`config.mk`:
```
export PLATFORM = sky130hd
export DESIGN_NAME = decode_stage
export DESIGN_NICKNAME = d
export VERILOG_FILES = /design/src/source/decode_pkg.sv /design/src/source/decode_regs_apb.sv /design/src/source/decode_stage.sv /design/src/source/dispatch_fifo.sv /design/src/source/rv64i_decoder.sv
export SDC_FILE = /design/constraint.sdc
export NUM_CORES = 1
export LEC_CHECK = 0
export BUFFER_PORTS_ARGS = -buffer_cell sky130_fd_sc_hd__buf_2
export CAP_MARGIN = 10
export CORE_MARGIN = 5
export CORE_UTILIZATION = 31
export CTS_CLUSTER_SIZE = 24
export DETAILED_ROUTE_END_ITERATION = 8
export SYNTH_ARGS = -nofsm -noshare
export SYNTH_HDL_FRONTEND = slang
export SYNTH_HIERARCHICAL = 1
export SYNTH_SLANG_ARGS = --single-unit
```
`constraint.sdc`:
```
create_clock -name CLK -period 11.1 [get_ports CLK]
set_input_delay 2.22 -clock CLK [delete_from_list [all_inputs] [get_ports CLK]]
set_output_delay 2.22 -clock CLK [all_outputs]
set_load 0.02 [all_outputs]
```
`src/source/decode_pkg.sv`:
```
//******************************
// micro-op record, operation classes and APB register offsets
// of the decode stage; offsets are byte addresses on a 4-bit bus
//******************************
package decode_pkg;

	// operation class of a decoded word
	typedef enum logic [4:0] {
		OP_ALU       = 5'd0,
		OP_ALU_IMM   = 5'd1,
		OP_ALU_W     = 5'd2,
		OP_ALU_IMM_W = 5'd3,
		OP_LOAD      = 5'd4,
		OP_STORE     = 5'd5,
		OP_BRANCH    = 5'd6,
		OP_JAL       = 5'd7,
		OP_JALR      = 5'd8,
		OP_LUI       = 5'd9,
		OP_AUIPC     = 5'd10,
		OP_FENCE     = 5'd11,
		OP_FENCE_I   = 5'd12,
		OP_ECALL     = 5'd13,
		OP_EBREAK    = 5'd14,
		OP_CSR       = 5'd15,
		OP_ILLEGAL   = 5'd16
	} op_class_e;

	// decoded record handed to dispatch
	typedef struct packed {
		op_class_e   op_class;
		// load width, branch condition, alu function or csr op
		logic [2:0]  funct3;
		// instr[30] for sub/sra style ops, zero otherwise
		logic        alt;
		logic [4:0]  rd;
		logic [4:0]  rs1;
		logic [4:0]  rs2;
		// sign-extended, zero for register-register ops
		logic [63:0] imm;
	} micro_op_t;

	// register block offsets
	localparam logic [3:0] ADDR_CTRL    = 4'h0;
	localparam logic [3:0] ADDR_DECODED = 4'h4;
	localparam logic [3:0] ADDR_ILLEGAL = 4'h8;
	localparam logic [3:0] ADDR_LEVEL   = 4'hC;

	// bit positions inside CTRL
	localparam int CTRL_ENABLE_BIT = 0;
	localparam int CTRL_DROP_BIT   = 1;

endpackage

```
`src/source/decode_regs_apb.sv`:
```
//******************************
// APB slave for decode control, no wait states
// misaligned offsets and writes to LEVEL raise pslverr
//******************************
`timescale 1ns/1ns

module decode_regs_apb import decode_pkg::*; (
	input  logic        CLK,
	input  logic        reset,
	input  logic        psel,
	input  logic        penable,
	input  logic        pwrite,
	input  logic [3:0]  paddr,
	input  logic [31:0] pwdata,
	input  logic        decoded_event,
	input  logic        illegal_event,
	input  logic [4:0]  level,
	output logic [31:0] prdata,
	output logic        pready,
	output logic        pslverr,
	output logic        enable,
	output logic        drop_illegal
);

	logic        access;
	logic        addr_err;
	logic        wr_en;
	logic [1:0]  ctrl;
	logic [31:0] decoded_cnt;
	logic [31:0] illegal_cnt;

	// saturating increment, stays at all ones
	function automatic logic [31:0] sat_inc(input logic [31:0] cnt, input logic ev);
		if (ev && cnt != 32'hffff_ffff)
			return cnt + 32'd1;
		return cnt;
	endfunction

	assign access = psel & penable;

	// only 4 address bits, so the aligned offsets stop at 0xC
	assign addr_err = (paddr[1:0] != 2'b00) || (pwrite && paddr == ADDR_LEVEL);
	assign pslverr  = access & addr_err;
	assign pready   = 1'b1;
	assign wr_en    = access & pwrite & ~addr_err;

	assign enable       = ctrl[CTRL_ENABLE_BIT];
	assign drop_illegal = ctrl[CTRL_DROP_BIT];

	always_ff @(posedge CLK) begin
		if (reset) begin
			ctrl <= 2'b00;
			decoded_cnt <= 32'd0;
			illegal_cnt <= 32'd0;
		end else begin
			if (wr_en && paddr == ADDR_CTRL)
				ctrl <= pwdata[1:0];
			// a clear beats an event in the same cycle
			if (wr_en && paddr == ADDR_DECODED)
				decoded_cnt <= 32'd0;
			else
				decoded_cnt <= sat_inc(decoded_cnt, decoded_event);
			if (wr_en && paddr == ADDR_ILLEGAL)
				illegal_cnt <= 32'd0;
			else
				illegal_cnt <= sat_inc(illegal_cnt, illegal_event);
		end
	end

	always_comb begin
		prdata = 32'd0;
		if (access && !pwrite && !addr_err) begin
			case (paddr)
				ADDR_CTRL:    prdata = {30'd0, ctrl};
				ADDR_DECODED: prdata = decoded_cnt;
				ADDR_ILLEGAL: prdata = illegal_cnt;
				ADDR_LEVEL:   prdata = {27'd0, level};
				default:      prdata = 32'd0;
			endcase
		end
	end

endmodule

```
`src/source/decode_stage.sv`:
```
//******************************
// decode stage top: decoder, dispatch FIFO, APB registers
// decoder stays idle until software sets CTRL.enable
//******************************
`timescale 1ns/1ns

module decode_stage import decode_pkg::*; #(
	parameter int FIFO_DEPTH = 4
) (
	input  logic        CLK,
	input  logic        reset,
	input  logic        fetch_valid,
	input  logic [31:0] fetch_instr,
	output logic        fetch_ready,
	output logic        dispatch_valid,
	output micro_op_t   dispatch_op,
	input  logic        dispatch_ready,
	input  logic        psel,
	input  logic        penable,
	input  logic        pwrite,
	input  logic [3:0]  paddr,
	input  logic [31:0] pwdata,
	output logic [31:0] prdata,
	output logic        pready,
	output logic        pslverr
);

	logic      push;
	micro_op_t push_data;
	logic      full;
	logic [4:0] level;
	logic      enable;
	logic      drop_illegal;
	logic      decoded_event;
	logic      illegal_event;

	rv64i_decoder u_decoder (
		.fetch_valid   (fetch_valid),
		.fetch_instr   (fetch_instr),
		.full          (full),
		.enable        (enable),
		.drop_illegal  (drop_illegal),
		.fetch_ready   (fetch_ready),
		.push          (push),
		.push_data     (push_data),
		.decoded_event (decoded_event),
		.illegal_event (illegal_event)
	);

	dispatch_fifo #(
		.FIFO_DEPTH (FIFO_DEPTH)
	) u_fifo (
		.CLK            (CLK),
		.reset          (reset),
		.push           (push),
		.push_data      (push_data),
		.dispatch_ready (dispatch_ready),
		.full           (full),
		.level          (level),
		.dispatch_valid (dispatch_valid),
		.dispatch_op    (dispatch_op)
	);

	decode_regs_apb u_regs (
		.CLK           (CLK),
		.reset         (reset),
		.psel          (psel),
		.penable       (penable),
		.pwrite        (pwrite),
		.paddr         (paddr),
		.pwdata        (pwdata),
		.decoded_event (decoded_event),
		.illegal_event (illegal_event),
		.level         (level),
		.prdata        (prdata),
		.pready        (pready),
		.pslverr       (pslverr),
		.enable        (enable),
		.drop_illegal  (drop_illegal)
	);

endmodule

```
`src/source/dispatch_fifo.sv`:
```
//******************************
// micro-op FIFO, FIFO_DEPTH a power of two up to 16
// push is not checked against full, the decoder does that
//******************************
`timescale 1ns/1ns

module dispatch_fifo import decode_pkg::*; #(
	parameter int FIFO_DEPTH = 4
) (
	input  logic      CLK,
	input  logic      reset,
	input  logic      push,
	input  micro_op_t push_data,
	input  logic      dispatch_ready,
	output logic      full,
	output logic [4:0] level,
	output logic      dispatch_valid,
	output micro_op_t dispatch_op
);

	localparam int PTR_W = $clog2(FIFO_DEPTH);

	micro_op_t      mem [FIFO_DEPTH];
	logic [PTR_W:0] wr_ptr;
	logic [PTR_W:0] rd_ptr;
	logic [PTR_W:0] count;
	logic           pop;

	// extra msb tells full from empty when the index bits match
	assign count          = wr_ptr - rd_ptr;
	assign full           = (count == (PTR_W + 1)'(FIFO_DEPTH));
	assign level          = 5'(count);
	assign dispatch_valid = (count != '0);
	assign pop            = dispatch_valid & dispatch_ready;

	assign dispatch_op = mem[rd_ptr[PTR_W-1:0]];

	always_ff @(posedge CLK) begin
		if (reset) begin
			wr_ptr <= '0;
			rd_ptr <= '0;
		end else begin
			if (push)
				wr_ptr <= wr_ptr + 1'b1;
			if (pop)
				rd_ptr <= rd_ptr + 1'b1;
		end
	end

	// storage
	always_ff @(posedge CLK) begin
		if (push)
			mem[wr_ptr[PTR_W-1:0]] <= push_data;
	end

endmodule

```
`src/source/rv64i_decoder.sv`:
```
//******************************
// RV64I + Zifencei + Zicsr decoder, purely combinational
// no RVC, FP, atomics; unknown encodings become OP_ILLEGAL
// fetch_ready already includes fetch_valid
//******************************
`timescale 1ns/1ns

module rv64i_decoder import decode_pkg::*; (
	input  logic        fetch_valid,
	input  logic [31:0] fetch_instr,
	input  logic        full,
	input  logic        enable,
	input  logic        drop_illegal,
	output logic        fetch_ready,
	output logic        push,
	output micro_op_t   push_data,
	output logic        decoded_event,
	output logic        illegal_event
);

	logic [6:0]  opcode;
	logic [2:0]  funct3;
	logic [6:0]  funct7;
	logic [63:0] imm_i;
	logic [63:0] imm_s;
	logic [63:0] imm_b;
	logic [63:0] imm_u;
	logic [63:0] imm_j;
	logic        shift6_ok;
	logic        funct7_ok;
	op_class_e   op_class;
	logic [63:0] imm;
	logic        alt;
	logic        is_illegal;

	assign opcode = fetch_instr[6:0];
	assign funct3 = fetch_instr[14:12];
	assign funct7 = fetch_instr[31:25];

	assign imm_i = {{52{fetch_instr[31]}}, fetch_instr[31:20]};
	assign imm_s = {{52{fetch_instr[31]}}, fetch_instr[31:25], fetch_instr[11:7]};
	assign imm_b = {{52{fetch_instr[31]}}, fetch_instr[7], fetch_instr[30:25],
		fetch_instr[11:8], 1'b0};
	assign imm_u = {{32{fetch_instr[31]}}, fetch_instr[31:12], 12'b0};
	assign imm_j = {{44{fetch_instr[31]}}, fetch_instr[19:12], fetch_instr[20],
		fetch_instr[30:21], 1'b0};

	// 64-bit shifts use a 6-bit shamt, so only instr[31:26] is checked
	assign shift6_ok = (fetch_instr[31:26] == 6'b000000) || (fetch_instr[31:26] == 6'b010000);
	assign funct7_ok = (funct7 == 7'b0000000) || (funct7 == 7'b0100000);

	always_comb begin
		op_class = OP_ILLEGAL;
		imm = 64'd0;
		alt = 1'b0;
		if (opcode[1:0] == 2'b11) begin
			case (opcode[6:2])
				5'b01101: begin
					op_class = OP_LUI;
					imm = imm_u;
				end
				5'b00101: begin
					op_class = OP_AUIPC;
					imm = imm_u;
				end
				5'b11011: begin
					op_class = OP_JAL;
					imm = imm_j;
				end
				5'b11001: if (funct3 == 3'b000) begin
					op_class = OP_JALR;
					imm = imm_i;
				end
				// funct3 010 and 011 are reserved for branches
				5'b11000: if (funct3[2:1] != 2'b01) begin
					op_class = OP_BRANCH;
					imm = imm_b;
				end
				5'b00000: if (funct3 != 3'b111) begin
					op_class = OP_LOAD;
					imm = imm_i;
				end
				5'b01000: if (funct3[2] == 1'b0) begin
					op_class = OP_STORE;
					imm = imm_s;
				end
				5'b00100: begin
					if ((funct3 != 3'b001 && funct3 != 3'b101) ||
						(funct3 == 3'b001 && fetch_instr[31:26] == 6'b000000) ||
						(funct3 == 3'b101 && shift6_ok)) begin
						op_class = OP_ALU_IMM;
						imm = imm_i;
						alt = (funct3 == 3'b101) & fetch_instr[30];
					end
				end
				5'b00110: begin
					if (funct3 == 3'b000 || (funct3 == 3'b001 && funct7 == 7'b0000000) ||
						(funct3 == 3'b101 && funct7_ok)) begin
						op_class = OP_ALU_IMM_W;
						imm = imm_i;
						alt = (funct3 == 3'b101) & fetch_instr[30];
					end
				end
				5'b01100: begin
					if (funct7 == 7'b0000000 ||
						(funct7 == 7'b0100000 && (funct3 == 3'b000 || funct3 == 3'b101))) begin
						op_class = OP_ALU;
						alt = fetch_instr[30];
					end
				end
				5'b01110: begin
					if ((funct3 == 3'b000 || funct3 == 3'b101) ? funct7_ok :
						(funct3 == 3'b001 && funct7 == 7'b0000000)) begin
						op_class = OP_ALU_W;
						alt = fetch_instr[30];
					end
				end
				5'b00011: begin
					if (funct3 == 3'b000) begin
						op_class = OP_FENCE;
						imm = imm_i;
					end else if (funct3 == 3'b001) begin
						op_class = OP_FENCE_I;
						imm = imm_i;
					end
				end
				5'b11100: begin
					if (fetch_instr[31:7] == 25'd0) begin
						op_class = OP_ECALL;
						imm = imm_i;
					end else if (fetch_instr[31:7] == {12'd1, 13'd0}) begin
						op_class = OP_EBREAK;
						imm = imm_i;
					end else if (funct3[1:0] != 2'b00) begin
						// csr address lands in the immediate
						op_class = OP_CSR;
						imm = imm_i;
					end
				end
				default: op_class = OP_ILLEGAL;
			endcase
		end
	end

	assign is_illegal = (op_class == OP_ILLEGAL);

	assign push_data.op_class = op_class;
	assign push_data.funct3   = funct3;
	assign push_data.alt      = alt;
	assign push_data.rd       = fetch_instr[11:7];
	assign push_data.rs1      = fetch_instr[19:15];
	assign push_data.rs2      = fetch_instr[24:20];
	assign push_data.imm      = imm;

	// ready doubles as the accept strobe
	assign fetch_ready   = enable & ~full & fetch_valid;
	assign push          = fetch_ready & ~(is_illegal & drop_illegal);
	assign decoded_event = fetch_ready & ~is_illegal;
	assign illegal_event = fetch_ready & is_illegal;

endmodule

```
==> results.yml <==
outcome:
  status: "finished, final reports clean"
route:
  wl_per_cell_um: 19.7
  ant_nets: 0
  routed_wirelength_um: 43200
  vias: 11300
  drt_iter0_drc: 851
  routed_via_density: 5.15
  drtPass1Iterations: 5
  route.detailed.drc: 0
timing:
  final.setup.tns_ps: 0
  fin_skew_ps: 20.5
  period_share_pct: 58.6
  final_max_slew_viol_count: 0
  post-route-min-period_ps: 6510
  slew-limit-headroom_pct: 26.0
  worst_pin_slew_ps: 1110
  finalHoldViolCount: 0
  rsz0062_at_grt: "no"
  finalSetupViolCount: 0
  fmax_ghz: 0.154
cells_and_area:
  drive_gt1_share_pct: 27.1
  final_cell_mix: "edfxtp_1, buf_2, nor2_1"
  layout_commonest_cell: "edfxtp_1"
  nets: 1454
  finalInstanceArea_um2: 21500
  synthToLayoutAreaGrowth_pct: 15.3
  final_util_pct: 35.9
  n_antenna_cell: 0
placed_design:
  place_congestion: 0.865
  placed_area_um2: 19900
  port-buffer-count: 167
  dp_hpwl_um: 27100
clock_tree:
  clock-sinks: 426
  clk_latency_ps: 580
  cts_resized: 0
  post-cts-setup-buffers: 0
  ctsHtreeMaxLevel: 2
  cts_hold_buf: 0
  cts-root-buf: "clkbuf_16"
  cts_tree: "done"
  clock_path_buffers: 3
  clk_pin_slew_worst_paths_ps: 50
  numCtsBuffers: 48
logic_synthesis:
  yosys-mux-area-fraction_pct: 11.6
  synth_cells: 1259
  yosysUniqueCellTypes: 79
  synthArstFlopShare_pct: 0
  synth_area_leaders: "edfxtp_1, mux4_2, dfxtp_1"
  synth_compound_area_share_pct: 7.38
  synth_fa_ha_area_share_pct: 0.643
  synth_flop_cell: "edfxtp_1"
  netlist_area_um2: 18700
  yosysTopAreaCell: "edfxtp_1"
  synth_seq_area_share_pct: 64.5
  synth_top_family_by_area: "multiplexers"
  ys_seq_elements: 426
  yosys.area_share.simple_pct: 10.1
  synth_warnings: 6
  synth_top_area_share_pct: 56.6
  syn_avg_cell_area_um2: 14.8
  synth-edff-count: 352
  synthXorXnorAreaFrac_pct: 1.49
worst_setup_path:
  path_class: "in2out"
  r2r_cells: 12
  arrival_ps: 4290
  crit_fanout: 31
  reg2reg_to: "u_regs/decoded_cnt[28]$_SDFFE_PP0P_"
  cp.required_ps: 8880
  reg2reg_from: "u_fifo/wr_ptr[0]$_SDFFE_PP0P_"
  start_kind: "input pin"
  ff2ff_setup_slack_ps: 6990
  end_kind: "output pin"
global_routing:
  antenna_found_initial: 1
  grt_pass1_wl_um: 67000
  grt_max_degree: 129
  grt_pass1_vias: 11400
  grt.total_usage_pct: 12.8
  grt_overflow_total: 0
pwr:
  powerDensity_nw_per_um2: 179
  p_leak_nw: 7.20
  total_power_w: 0.00385
  peakVddDrop_v: 0.0000989
worst_hold_path:
  worstHoldPathType: "reg2reg"
  min_from: "u_regs/illegal_cnt[21]$_SDFFE_PP0P_"
  hold_end: "u_regs/illegal_cnt[21]$_SDFFE_PP0P_"
  whs_path_depth: 2
floorplanning:
  die_h_um: 255
  ioPinCount: 199
  die_area_um2: 65300
  core_area_um2: 60000
  num_rows: 90
  initial_core_util_pct: 31.1
  die_width_um: 255
job:
  drv_cap: 0
[area by class of cell]
cell class              instances  area [um2]
repair buffers                179         923
flip-flops and latches        426       12100
multi-input cells             698        5900
fillers                      5707       38500
clock inverters                32         352
well taps                     782         978
clock buffers                  58        1260
inverters                      17        63.8
[kinds of logic (layout without fill, tap and decap cells)]
group,Yosys count,in the layout
simple gates,352,352
buf+inv,136,286
compound gates,199,199
flops,426,426
mux,105,105
fa+ha+maj,9,9
xor+xnor,30,30
other cells,2,3
[synth_stat cells, drive strengths merged, types with 3 or more instances]
cell	instances
nor2b	10
nor3b	3
o22ai	3
mux4	88
xnor2	28
o21ai	28
and4	9
a211oi	13
nor4	11
a21oi	46
a2111oi	4
nand4	28
clkbuf	39
edfxtp	352
inv	17
nand2b	13
mux2i	9
or2	3
a31oi	15
and2	22
a21o	22
a311oi	5
or3	21
and3	11
nor4b	3
dfxtp	74
nand3	29
nor3	20
or4	15
ha	8
buf	80
nand2	51
o31ai	11
mux2	8
nor2	96
a22oi	33
[flip-flops by register name (all words and copies together), names as in the netlist, named ones only]
signal	count
u_regs/ctrl	2
u_fifo/rd_ptr	3
u_fifo/wr_ptr	3
u_regs/decoded_cnt	32
u_fifo/mem	352
u_regs/illegal_cnt	32
[how the worst max path moves through the flow]
stage	cells after the start	slack, ps	end	startpoint
CTS	6	4550	prdata[30]	paddr[3]
floorplan	7	4440	u_fifo/mem[3][0]$_DFFE_PP_	fetch_instr[29]
global placement	9	4530	u_fifo/mem[0][50]$_DFFE_PP_	fetch_instr[14]
detailed placement	12	4500	u_regs/decoded_cnt[28]$_SDFFE_PP0P_	fetch_instr[14]
global route	6	4400	prdata[30]	paddr[3]
finish	6	4590	prdata[30]	paddr[3]
[power by group]
part / switching [W] / internal, W / leakage (nW)
clock: 0.000639 / 0.000957 / 0.782
combinational: 0.000292 / 0.000218 / 2.49
sequential: 0.0000265 / 0.00172 / 3.92
total: 0.000957 / 0.00289 / 7.20
[critical path: stages]
cell and delay [ps]:
buf_2 220, nor2b_1 270, and2_1 900, a22oi_1 330, nor2_1 150, buf_2 190
[routing by layer]
metal	vias to the layer above	track usage (%)	part of all wire, %
met3	68	2.71	6.7
met1	5725	17.0	43
met5	-	0	0
met2	360	21.6	48
met4	0	3.43	2.1
li1	5141	-	-
[metrics by stage]
step / instances / worst slack [ps] / hold WS, ps
6_report: 2192 / 4590 / 501
3_3_place_gp: 2101 / 4530 / 487
2_1_floorplan: 1260 / 4440 / 461
3_5_place_dp: 2101 / 4500 / 494
4_1_cts: 2191 / 4550 / 503
5_1_grt: 2192 / 4400 / 529
Power figures use the tool's default switching activity.
